## config.mk

```make
export PLATFORM = sky130hd
export DESIGN_NAME = core
export DESIGN_NICKNAME = d
export VERILOG_FILES = /design/src/mips_pkg.sv /design/src/core.sv /design/src/decode.sv /design/src/execute.sv /design/src/fetch.sv /design/src/mem_stage.sv /design/src/reg_file.sv
export SDC_FILE = /design/constraint.sdc
export NUM_CORES = 2
export LEC_CHECK = 0
export BUFFER_PORTS_ARGS = -buffer_cell sky130_fd_sc_hd__clkbuf_2
export CORE_MARGIN = 1
export CORE_UTILIZATION = 57
export CTS_CLUSTER_DIAMETER = 150
export DETAILED_ROUTE_END_ITERATION = 12
export GPL_ROUTABILITY_DRIVEN = 0
export PLACE_DENSITY = 0.82
export SLEW_MARGIN = 10
export SYNTH_ARGS = -nofsm -noshare
export SYNTH_HDL_FRONTEND = slang
export SYNTH_SLANG_ARGS = --single-unit
```

## constraint.sdc

```tcl
create_clock -name i_clk -period 4.78 [get_ports i_clk]
set_input_delay 0.956 -clock i_clk [delete_from_list [all_inputs] [get_ports i_clk]]
set_output_delay 0.956 -clock i_clk [all_outputs]
set_load 0.05 [all_outputs]
```

## src/mips_pkg.sv

```systemverilog
`default_nettype none

package mips_pkg;

	typedef logic [31:0] word_t;
	typedef logic [4:0] reg_addr_t;
	typedef logic [2:0] alu_op_t;

	localparam alu_op_t ALU_ADD = 3'd0;
	localparam alu_op_t ALU_SUB = 3'd1;
	localparam alu_op_t ALU_AND = 3'd2;
	localparam alu_op_t ALU_OR  = 3'd3;
	localparam alu_op_t ALU_SLT = 3'd4;

	// alu_kind values carried in ctrl_t.
	localparam logic [1:0] KIND_ADD   = 2'd0;
	localparam logic [1:0] KIND_SUB   = 2'd1;
	localparam logic [1:0] KIND_FUNCT = 2'd2;

	localparam logic [5:0] OP_RTYPE = 6'h00;
	localparam logic [5:0] OP_ADDI  = 6'h08;
	localparam logic [5:0] OP_LW    = 6'h23;
	localparam logic [5:0] OP_SW    = 6'h2b;
	localparam logic [5:0] OP_BEQ   = 6'h04;

	localparam logic [5:0] FN_ADD = 6'h20;
	localparam logic [5:0] FN_SUB = 6'h22;
	localparam logic [5:0] FN_AND = 6'h24;
	localparam logic [5:0] FN_OR  = 6'h25;
	localparam logic [5:0] FN_SLT = 6'h2a;

	localparam word_t RESET_PC = 32'h0000_0000;

	typedef struct packed {
		logic       reg_dst;
		logic       alu_src;
		logic [1:0] alu_kind;
		logic       branch;
		logic       mem_read;
		logic       mem_write;
		logic       mem_to_reg;
		logic       reg_write;
	} ctrl_t;

	typedef struct packed {
		word_t instr;
		word_t next_pc;
	} if_id_t;

	typedef struct packed {
		ctrl_t      ctrl;
		word_t      next_pc;
		word_t      rs_data;
		word_t      rt_data;
		word_t      imm;
		reg_addr_t  rt;
		reg_addr_t  rd;
		logic [5:0] funct;
	} id_ex_t;

	typedef struct packed {
		logic      branch;
		logic      mem_read;
		logic      mem_write;
		logic      mem_to_reg;
		logic      reg_write;
		word_t     branch_target;
		logic      zero;
		word_t     alu_result;
		word_t     rt_data;
		reg_addr_t dest;
	} ex_mem_t;

	typedef struct packed {
		logic      reg_write;
		reg_addr_t dest;
		word_t     data;
	} wb_t;

endpackage

`default_nettype wire

```

## src/core.sv

```systemverilog
`timescale 1ns/1ns
`default_nettype none

module core (
	input  logic            i_clk,
	input  logic            i_reset,
	input  mips_pkg::word_t i_instr,
	input  mips_pkg::word_t i_read_data,
	output mips_pkg::word_t o_instr_addr,
	output mips_pkg::word_t o_data_addr,
	output mips_pkg::word_t o_write_data,
	output logic            o_mem_write,
	output logic            o_mem_read
);
	import mips_pkg::*;

	word_t   pc;
	if_id_t  if_id;
	id_ex_t  id_ex;
	ex_mem_t ex_mem;
	wb_t     wb;
	logic    branch_taken;

	assign o_instr_addr = pc;
	assign o_data_addr  = ex_mem.alu_result;
	assign o_write_data = ex_mem.rt_data;
	assign o_mem_write  = ex_mem.mem_write;
	assign o_mem_read   = ex_mem.mem_read;

	fetch u_fetch (
		.i_clk           (i_clk),
		.i_reset         (i_reset),
		.i_instr         (i_instr),
		.i_branch_taken  (branch_taken),
		.i_branch_target (ex_mem.branch_target),
		.o_pc            (pc),
		.o_if_id         (if_id)
	);

	decode u_decode (
		.i_clk   (i_clk),
		.i_reset (i_reset),
		.i_if_id (if_id),
		.i_wb    (wb),
		.o_id_ex (id_ex)
	);

	execute u_execute (
		.i_clk    (i_clk),
		.i_reset  (i_reset),
		.i_id_ex  (id_ex),
		.o_ex_mem (ex_mem)
	);

	// read data arrives in the same cycle as the address.
	mem_stage u_mem_stage (
		.i_clk          (i_clk),
		.i_reset        (i_reset),
		.i_ex_mem       (ex_mem),
		.i_read_data    (i_read_data),
		.o_branch_taken (branch_taken),
		.o_wb           (wb)
	);

endmodule

`default_nettype wire

```

## src/decode.sv

```systemverilog
`timescale 1ns/1ns
`default_nettype none

module decode (
	input  logic             i_clk,
	input  logic             i_reset,
	input  mips_pkg::if_id_t i_if_id,
	input  mips_pkg::wb_t    i_wb,
	output mips_pkg::id_ex_t o_id_ex
);
	import mips_pkg::*;

	logic [5:0]  opcode;
	reg_addr_t   rs;
	reg_addr_t   rt;
	reg_addr_t   rd;
	logic [15:0] imm16;
	logic [5:0]  funct;
	ctrl_t       ctrl;
	word_t       rs_data;
	word_t       rt_data;
	id_ex_t      id_ex_d;

	assign opcode = i_if_id.instr[31:26];
	assign rs     = i_if_id.instr[25:21];
	assign rt     = i_if_id.instr[20:16];
	assign rd     = i_if_id.instr[15:11];
	assign imm16  = i_if_id.instr[15:0];
	assign funct  = i_if_id.instr[5:0];

	// main control.
	always_comb begin
		ctrl = '0;
		case (opcode)
			OP_RTYPE: begin
				ctrl.reg_dst   = 1'b1;
				ctrl.alu_kind  = KIND_FUNCT;
				ctrl.reg_write = 1'b1;
			end
			OP_ADDI: begin
				ctrl.alu_src   = 1'b1;
				ctrl.alu_kind  = KIND_ADD;
				ctrl.reg_write = 1'b1;
			end
			OP_LW: begin
				ctrl.alu_src    = 1'b1;
				ctrl.alu_kind   = KIND_ADD;
				ctrl.mem_read   = 1'b1;
				ctrl.mem_to_reg = 1'b1;
				ctrl.reg_write  = 1'b1;
			end
			OP_SW: begin
				ctrl.alu_src   = 1'b1;
				ctrl.alu_kind  = KIND_ADD;
				ctrl.mem_write = 1'b1;
			end
			OP_BEQ: begin
				ctrl.alu_kind = KIND_SUB;
				ctrl.branch   = 1'b1;
			end
			default: ctrl = '0;
		endcase
	end

	reg_file u_reg_file (
		.i_clk     (i_clk),
		.i_reset   (i_reset),
		.i_rs      (rs),
		.i_rt      (rt),
		.i_wb      (i_wb),
		.o_rs_data (rs_data),
		.o_rt_data (rt_data)
	);

	always_comb begin
		id_ex_d.ctrl    = ctrl;
		id_ex_d.next_pc = i_if_id.next_pc;
		id_ex_d.rs_data = rs_data;
		id_ex_d.rt_data = rt_data;
		id_ex_d.imm     = {{16{imm16[15]}}, imm16};
		id_ex_d.rt      = rt;
		id_ex_d.rd      = rd;
		id_ex_d.funct   = funct;
	end

	always_ff @(posedge i_clk) begin
		o_id_ex <= id_ex_d;
		if (i_reset) begin
			o_id_ex.ctrl <= '0;
		end
	end

endmodule

`default_nettype wire

```

## src/execute.sv

```systemverilog
`timescale 1ns/1ns
`default_nettype none

module execute (
	input  logic              i_clk,
	input  logic              i_reset,
	input  mips_pkg::id_ex_t  i_id_ex,
	output mips_pkg::ex_mem_t o_ex_mem
);
	import mips_pkg::*;

	alu_op_t alu_op;
	word_t   op_a;
	word_t   op_b;
	word_t   result;
	ex_mem_t ex_mem_d;

	// alu control.
	always_comb begin
		alu_op = ALU_ADD;
		case (i_id_ex.ctrl.alu_kind)
			KIND_SUB: alu_op = ALU_SUB;
			KIND_FUNCT: begin
				case (i_id_ex.funct)
					FN_SUB:  alu_op = ALU_SUB;
					FN_AND:  alu_op = ALU_AND;
					FN_OR:   alu_op = ALU_OR;
					FN_SLT:  alu_op = ALU_SLT;
					default: alu_op = ALU_ADD;
				endcase
			end
			default: alu_op = ALU_ADD;
		endcase
	end

	assign op_a = i_id_ex.rs_data;
	assign op_b = i_id_ex.ctrl.alu_src ? i_id_ex.imm : i_id_ex.rt_data;

	always_comb begin
		case (alu_op)
			ALU_SUB: result = op_a - op_b;
			ALU_AND: result = op_a & op_b;
			ALU_OR:  result = op_a | op_b;
			ALU_SLT: result = {31'b0, $signed(op_a) < $signed(op_b)};
			default: result = op_a + op_b;
		endcase
	end

	always_comb begin
		ex_mem_d.branch        = i_id_ex.ctrl.branch;
		ex_mem_d.mem_read      = i_id_ex.ctrl.mem_read;
		ex_mem_d.mem_write     = i_id_ex.ctrl.mem_write;
		ex_mem_d.mem_to_reg    = i_id_ex.ctrl.mem_to_reg;
		ex_mem_d.reg_write     = i_id_ex.ctrl.reg_write;
		ex_mem_d.branch_target = i_id_ex.next_pc + {i_id_ex.imm[29:0], 2'b00};
		ex_mem_d.zero          = (result == '0);
		ex_mem_d.alu_result    = result;
		ex_mem_d.rt_data       = i_id_ex.rt_data;
		ex_mem_d.dest          = i_id_ex.ctrl.reg_dst ? i_id_ex.rd : i_id_ex.rt;
	end

	always_ff @(posedge i_clk) begin
		o_ex_mem <= ex_mem_d;
		if (i_reset) begin
			o_ex_mem.branch     <= 1'b0;
			o_ex_mem.mem_read   <= 1'b0;
			o_ex_mem.mem_write  <= 1'b0;
			o_ex_mem.mem_to_reg <= 1'b0;
			o_ex_mem.reg_write  <= 1'b0;
		end
	end

endmodule

`default_nettype wire

```

## src/fetch.sv

```systemverilog
`timescale 1ns/1ns
`default_nettype none

module fetch (
	input  logic             i_clk,
	input  logic             i_reset,
	input  mips_pkg::word_t  i_instr,
	input  logic             i_branch_taken,
	input  mips_pkg::word_t  i_branch_target,
	output mips_pkg::word_t  o_pc,
	output mips_pkg::if_id_t o_if_id
);
	import mips_pkg::*;

	word_t pc;
	word_t pc_plus4;

	assign pc_plus4 = pc + 32'd4;
	assign o_pc = pc;

	// taken branch comes back from the memory stage.
	always_ff @(posedge i_clk) begin
		if (i_reset) begin
			pc <= RESET_PC;
		end else if (i_branch_taken) begin
			pc <= i_branch_target;
		end else begin
			pc <= pc_plus4;
		end
	end

	// a cleared instruction is a nop.
	always_ff @(posedge i_clk) begin
		o_if_id.next_pc <= pc_plus4;
		if (i_reset) begin
			o_if_id.instr <= '0;
		end else begin
			o_if_id.instr <= i_instr;
		end
	end

endmodule

`default_nettype wire

```

## src/mem_stage.sv

```systemverilog
`timescale 1ns/1ns
`default_nettype none

module mem_stage (
	input  logic              i_clk,
	input  logic              i_reset,
	input  mips_pkg::ex_mem_t i_ex_mem,
	input  mips_pkg::word_t   i_read_data,
	output logic              o_branch_taken,
	output mips_pkg::wb_t     o_wb
);
	import mips_pkg::*;

	word_t     wb_read_data;
	word_t     wb_alu_result;
	reg_addr_t wb_dest;
	logic      wb_mem_to_reg;
	logic      wb_reg_write;

	// beq compares by subtraction, so zero means equal.
	assign o_branch_taken = i_ex_mem.branch & i_ex_mem.zero;

	always_ff @(posedge i_clk) begin
		wb_read_data  <= i_read_data;
		wb_alu_result <= i_ex_mem.alu_result;
		wb_dest       <= i_ex_mem.dest;
		if (i_reset) begin
			wb_mem_to_reg <= 1'b0;
			wb_reg_write  <= 1'b0;
		end else begin
			wb_mem_to_reg <= i_ex_mem.mem_to_reg;
			wb_reg_write  <= i_ex_mem.reg_write;
		end
	end

	// write-back select.
	assign o_wb.reg_write = wb_reg_write;
	assign o_wb.dest      = wb_dest;
	assign o_wb.data      = wb_mem_to_reg ? wb_read_data : wb_alu_result;

endmodule

`default_nettype wire

```

## src/reg_file.sv

```systemverilog
`timescale 1ns/1ns
`default_nettype none

module reg_file (
	input  logic                i_clk,
	input  logic                i_reset,
	input  mips_pkg::reg_addr_t i_rs,
	input  mips_pkg::reg_addr_t i_rt,
	input  mips_pkg::wb_t       i_wb,
	output mips_pkg::word_t     o_rs_data,
	output mips_pkg::word_t     o_rt_data
);
	import mips_pkg::*;

	word_t regs [32];

	// write-through so a same-cycle write is visible.
	function automatic word_t read_reg(input reg_addr_t addr);
		word_t value;
		if (addr == '0) begin
			value = '0;
		end else if (i_wb.reg_write && i_wb.dest == addr) begin
			value = i_wb.data;
		end else begin
			value = regs[addr];
		end
		return value;
	endfunction

	always_ff @(posedge i_clk) begin
		if (i_reset) begin
			for (int i = 0; i < 32; i++) begin
				regs[i] <= '0;
			end
		end else if (i_wb.reg_write && i_wb.dest != '0) begin
			regs[i_wb.dest] <= i_wb.data;
		end
	end

	always_comb begin
		o_rs_data = read_reg(i_rs);
		o_rt_data = read_reg(i_rt);
	end

endmodule

`default_nettype wire

```

==> impl_metrics.tcl <==
set metrics [dict create \
    slowest_delay_ps 590 \
    status "complete, no violations" \
    cts_tree "built" \
    drc 0 \
    postCtsResizedCells 0 \
    skew_ps 28.4 \
    drive_gt1_frac 0.227 \
    dieArea_mm2 0.123 \
    grt_max_degree 69 \
    synth_area_per_cell_um2 12.9 \
    biggestRegsByFlops "u_decode.u_reg_file.regs (1024), u_decode.o_id_ex (124), u_execute.o_ex_mem (106)" \
    critical_path_required_ps 5460 \
    stdcell_count 7100 \
    core.rowCount 127 \
    ioPinCount 164 \
    leakage_nw 28.0 \
    synthDistinctLibCells 84 \
    whs_ps 284 \
    reg2reg_depth 15 \
    p_total_mw 32.6 \
    dr.pass1.iters 7 \
    largest_register_ffs 1024 \
    portBuffers 163 \
    rr_startpoint "u_decode.o_id_ex[151]" \
    worst_slew_pin_slew_ps 1380 \
    synthArstFlopShare 0 \
    grt_pass1_vias 49664 \
    r2r_slack_ps 150 \
    hpwl_um 139000 \
    slew_headroom 0.0599 \
    core_area_mm2 0.120 \
    crit_chain "buf_12, mux2i_2, ha_1, nor2b_1, a2111oi_0, a211oi_2, a211oi_4, a211o_1, a21oi_1, xnor2_1, o221ai_2, or4b_1, nor4b_2, nand4bb_1, nor4bb_1" \
    dr.first_iter.drc_count 8177 \
    vias 50342 \
    ys_ff_latch 1421 \
    grt-ovfl-total 0 \
    m1WireLength_um 68100 \
    placed_cells 6836 \
    cts_buffer_depth 3 \
    holdBufCountCts 0 \
    yosysTopAreaCell "edfxtp_1" \
    syn_to_final_growth_pct 11.8 \
    synthFlopType "edfxtp_1" \
    hold_viol_final 0 \
    crit_fanout 17 \
    hp-class "in -> reg" \
    regMostFlops "u_decode.u_reg_file.regs" \
    crit_path_end_kind "flip-flop" \
    cts_max_level 4 \
    dpl_worst_slack_ps 175 \
    antenna_found_initial 14 \
    top_layer "met5" \
    fin_crit_sh 0.968 \
    grt_usage 0.355 \
    cts_buffers 141 \
    ant_nets 0 \
    path_class "reg -> reg" \
    path_clk_slew_ps 60 \
    wl_per_cell_um 31.0 \
    routed_wirelength_um 220000 \
    maxSlewViolCount 0 \
    power-per-cell-area_mw_per_mm2 421 \
    post-route-min-period_ps 4630 \
    ir_worst_vdd_mv 0.585 \
    arrival_ps 5310 \
    crit_path_start_kind "flip-flop" \
    met2_length_um 100000 \
    yosysWarnings 0 \
    nets 5576 \
    setup_ws_ps 155 \
    clk_latency_ps 790 \
    syn_inst 5357 \
    cpMaxStageDelayCell "or4b_1" \
    chipWidth_um 350 \
    cp-endpoint "u_execute.o_ex_mem[69]" \
    grt_pass1_wl_um 317000 \
    synth_edf_count 1024 \
    synthTopCellsByArea "edfxtp_1 44%, mux4_2 16%, dfxtp_1 11%" \
    cts_sinks 1421 \
    synth_area_mm2 0.0692 \
    initial_core_util 0.576 \
    cts_setup_buffers 0 \
    cts_root_buffer "clkbuf_16" \
    netlist.area_leader.share 0.444 \
    avgViaCountPerCell 7.09 \
    synth_common_cells "1211 x nor2_1, 1024 x edfxtp_1, 490 x mux4_2, 397 x dfxtp_1, 375 x clkbuf_1" \
    dr_wl_met3_um 35200 \
    maxCapViolations 0 \
    fmax_mhz 216 \
    r2r_end "u_execute.o_ex_mem[69]" \
    ys_seq_area_frac 0.559 \
    critPathLaunch "u_decode.o_id_ex[151]" \
    synth_most_common_cell "nor2_1" \
    die_h_um 350 \
    finalSetupViolations 0 \
]
final cells by class:
| cell class | count | area, um^2 |
|---|---|---|
| Multi-Input combinational cell | 3327 | 28500 |
| Antenna cell | 5 | 12.5 |
| Inverter | 116 | 435 |
| Tap cell | 1612 | 2020 |
| Clock inverter | 77 | 744 |
| Fill cell | 8061 | 42800 |
| Clock buffer | 180 | 3950 |
| Timing Repair Buffer | 362 | 2940 |
| Sequential cell | 1421 | 38700 |
per-layer routing:
| metal | track usage | vias to the layer above |
|---|---|---|
| li1 | - | 19879 |
| met5 | 0 | - |
| met4 | 0.224 | 12 |
| met1 | 0.418 | 24229 |
| met3 | 0.122 | 1278 |
| met2 | 0.559 | 4944 |
through the flow:
| stage | TNS (ps) | area (um^2) | utilization |
|---|---|---|---|
| after floorplan | 0 | 69300 | - |
| after global placement | 0 | 72600 | 0.604 |
| after global routing | -32.5 | 77400 | 0.644 |
| final | 0 | 77400 | 0.644 |
| after detailed placement | 0 | 72600 | 0.604 |
| after CTS | 0 | 77300 | 0.643 |
cell families (layout without fill, tap and decap cells):
family                   Yosys count  after routing  share of synthesized area
multiplexers                     756            756                      0.199
AND/OR/NAND/NOR                 1660           1660                      0.101
flip-flops                      1421           1421                      0.559
buffers and inverters            640            735                     0.0388
XOR/XNOR                          85             85                     0.0109
other                              1             37                  0.0000542
adder cells (fa/ha/maj)          141            141                     0.0258
AO/OA/AOI/OAI                    653            653                     0.0649
critical path, delay by kind of cell (launching register included):
family / cells / cell delay [ps]
AOI/OAI and AO/OA: 6 / 1780
and+or+nand+nor: 5 / 1380
DFF: 1 / 360
muxes: 1 / 280
adders and majority gates: 1 / 280
xor gates and xnor gates: 1 / 260
buffers and inverters: 1 / 190
worst min path at each step:
| stage | end | from | depth (start not counted) |
|---|---|---|---|
| global route | u_mem_stage.wb_read_data[24] | i_read_data[24] | 1 |
| CTS | u_mem_stage.wb_read_data[24] | i_read_data[24] | 1 |
| floorplan | u_decode.o_id_ex[112] | u_fetch.o_if_id[0] | 0 |
| finish | u_mem_stage.wb_read_data[18] | i_read_data[18] | 1 |
| global placement | u_decode.o_id_ex[128] | u_fetch.o_if_id[16] | 0 |
| detailed placement | u_decode.o_id_ex[22] | u_fetch.o_if_id[38] | 0 |
power breakdown:
part           switching (mW)  internal, mW  total [mW]
Clock                    4.89          6.48        11.4
Combinational            4.57          2.07        6.64
Sequential              0.673          13.9        14.6
Total                    10.1          22.5        32.6
cell usage in the layout (no fill, tap or decap), types with 32 or more instances in the layout:
cell,Yosys,routed
inv_1,114,114
nand2b_1,66,35
nor3_1,57,54
o22ai_1,70,70
xor2_1,32,32
ha_1,138,138
dfxtp_1,397,386
clkbuf_2,0,162
nor2b_1,82,80
buf_4,66,150
o211ai_1,41,41
nand2_1,127,126
conb_1,1,32
a21o_1,36,36
mux2_2,65,65
mux4_2,490,490
a211oi_1,87,85
a221oi_1,44,44
a21oi_1,160,160
o21ai_0,60,58
edfxtp_1,1024,1024
xnor2_1,52,52
mux2i_4,0,32
buf_12,0,47
mux2i_1,201,167
nor2_1,1211,1210
clkbuf_16,0,149
Note: power is estimated with default switching activity, not from simulation.
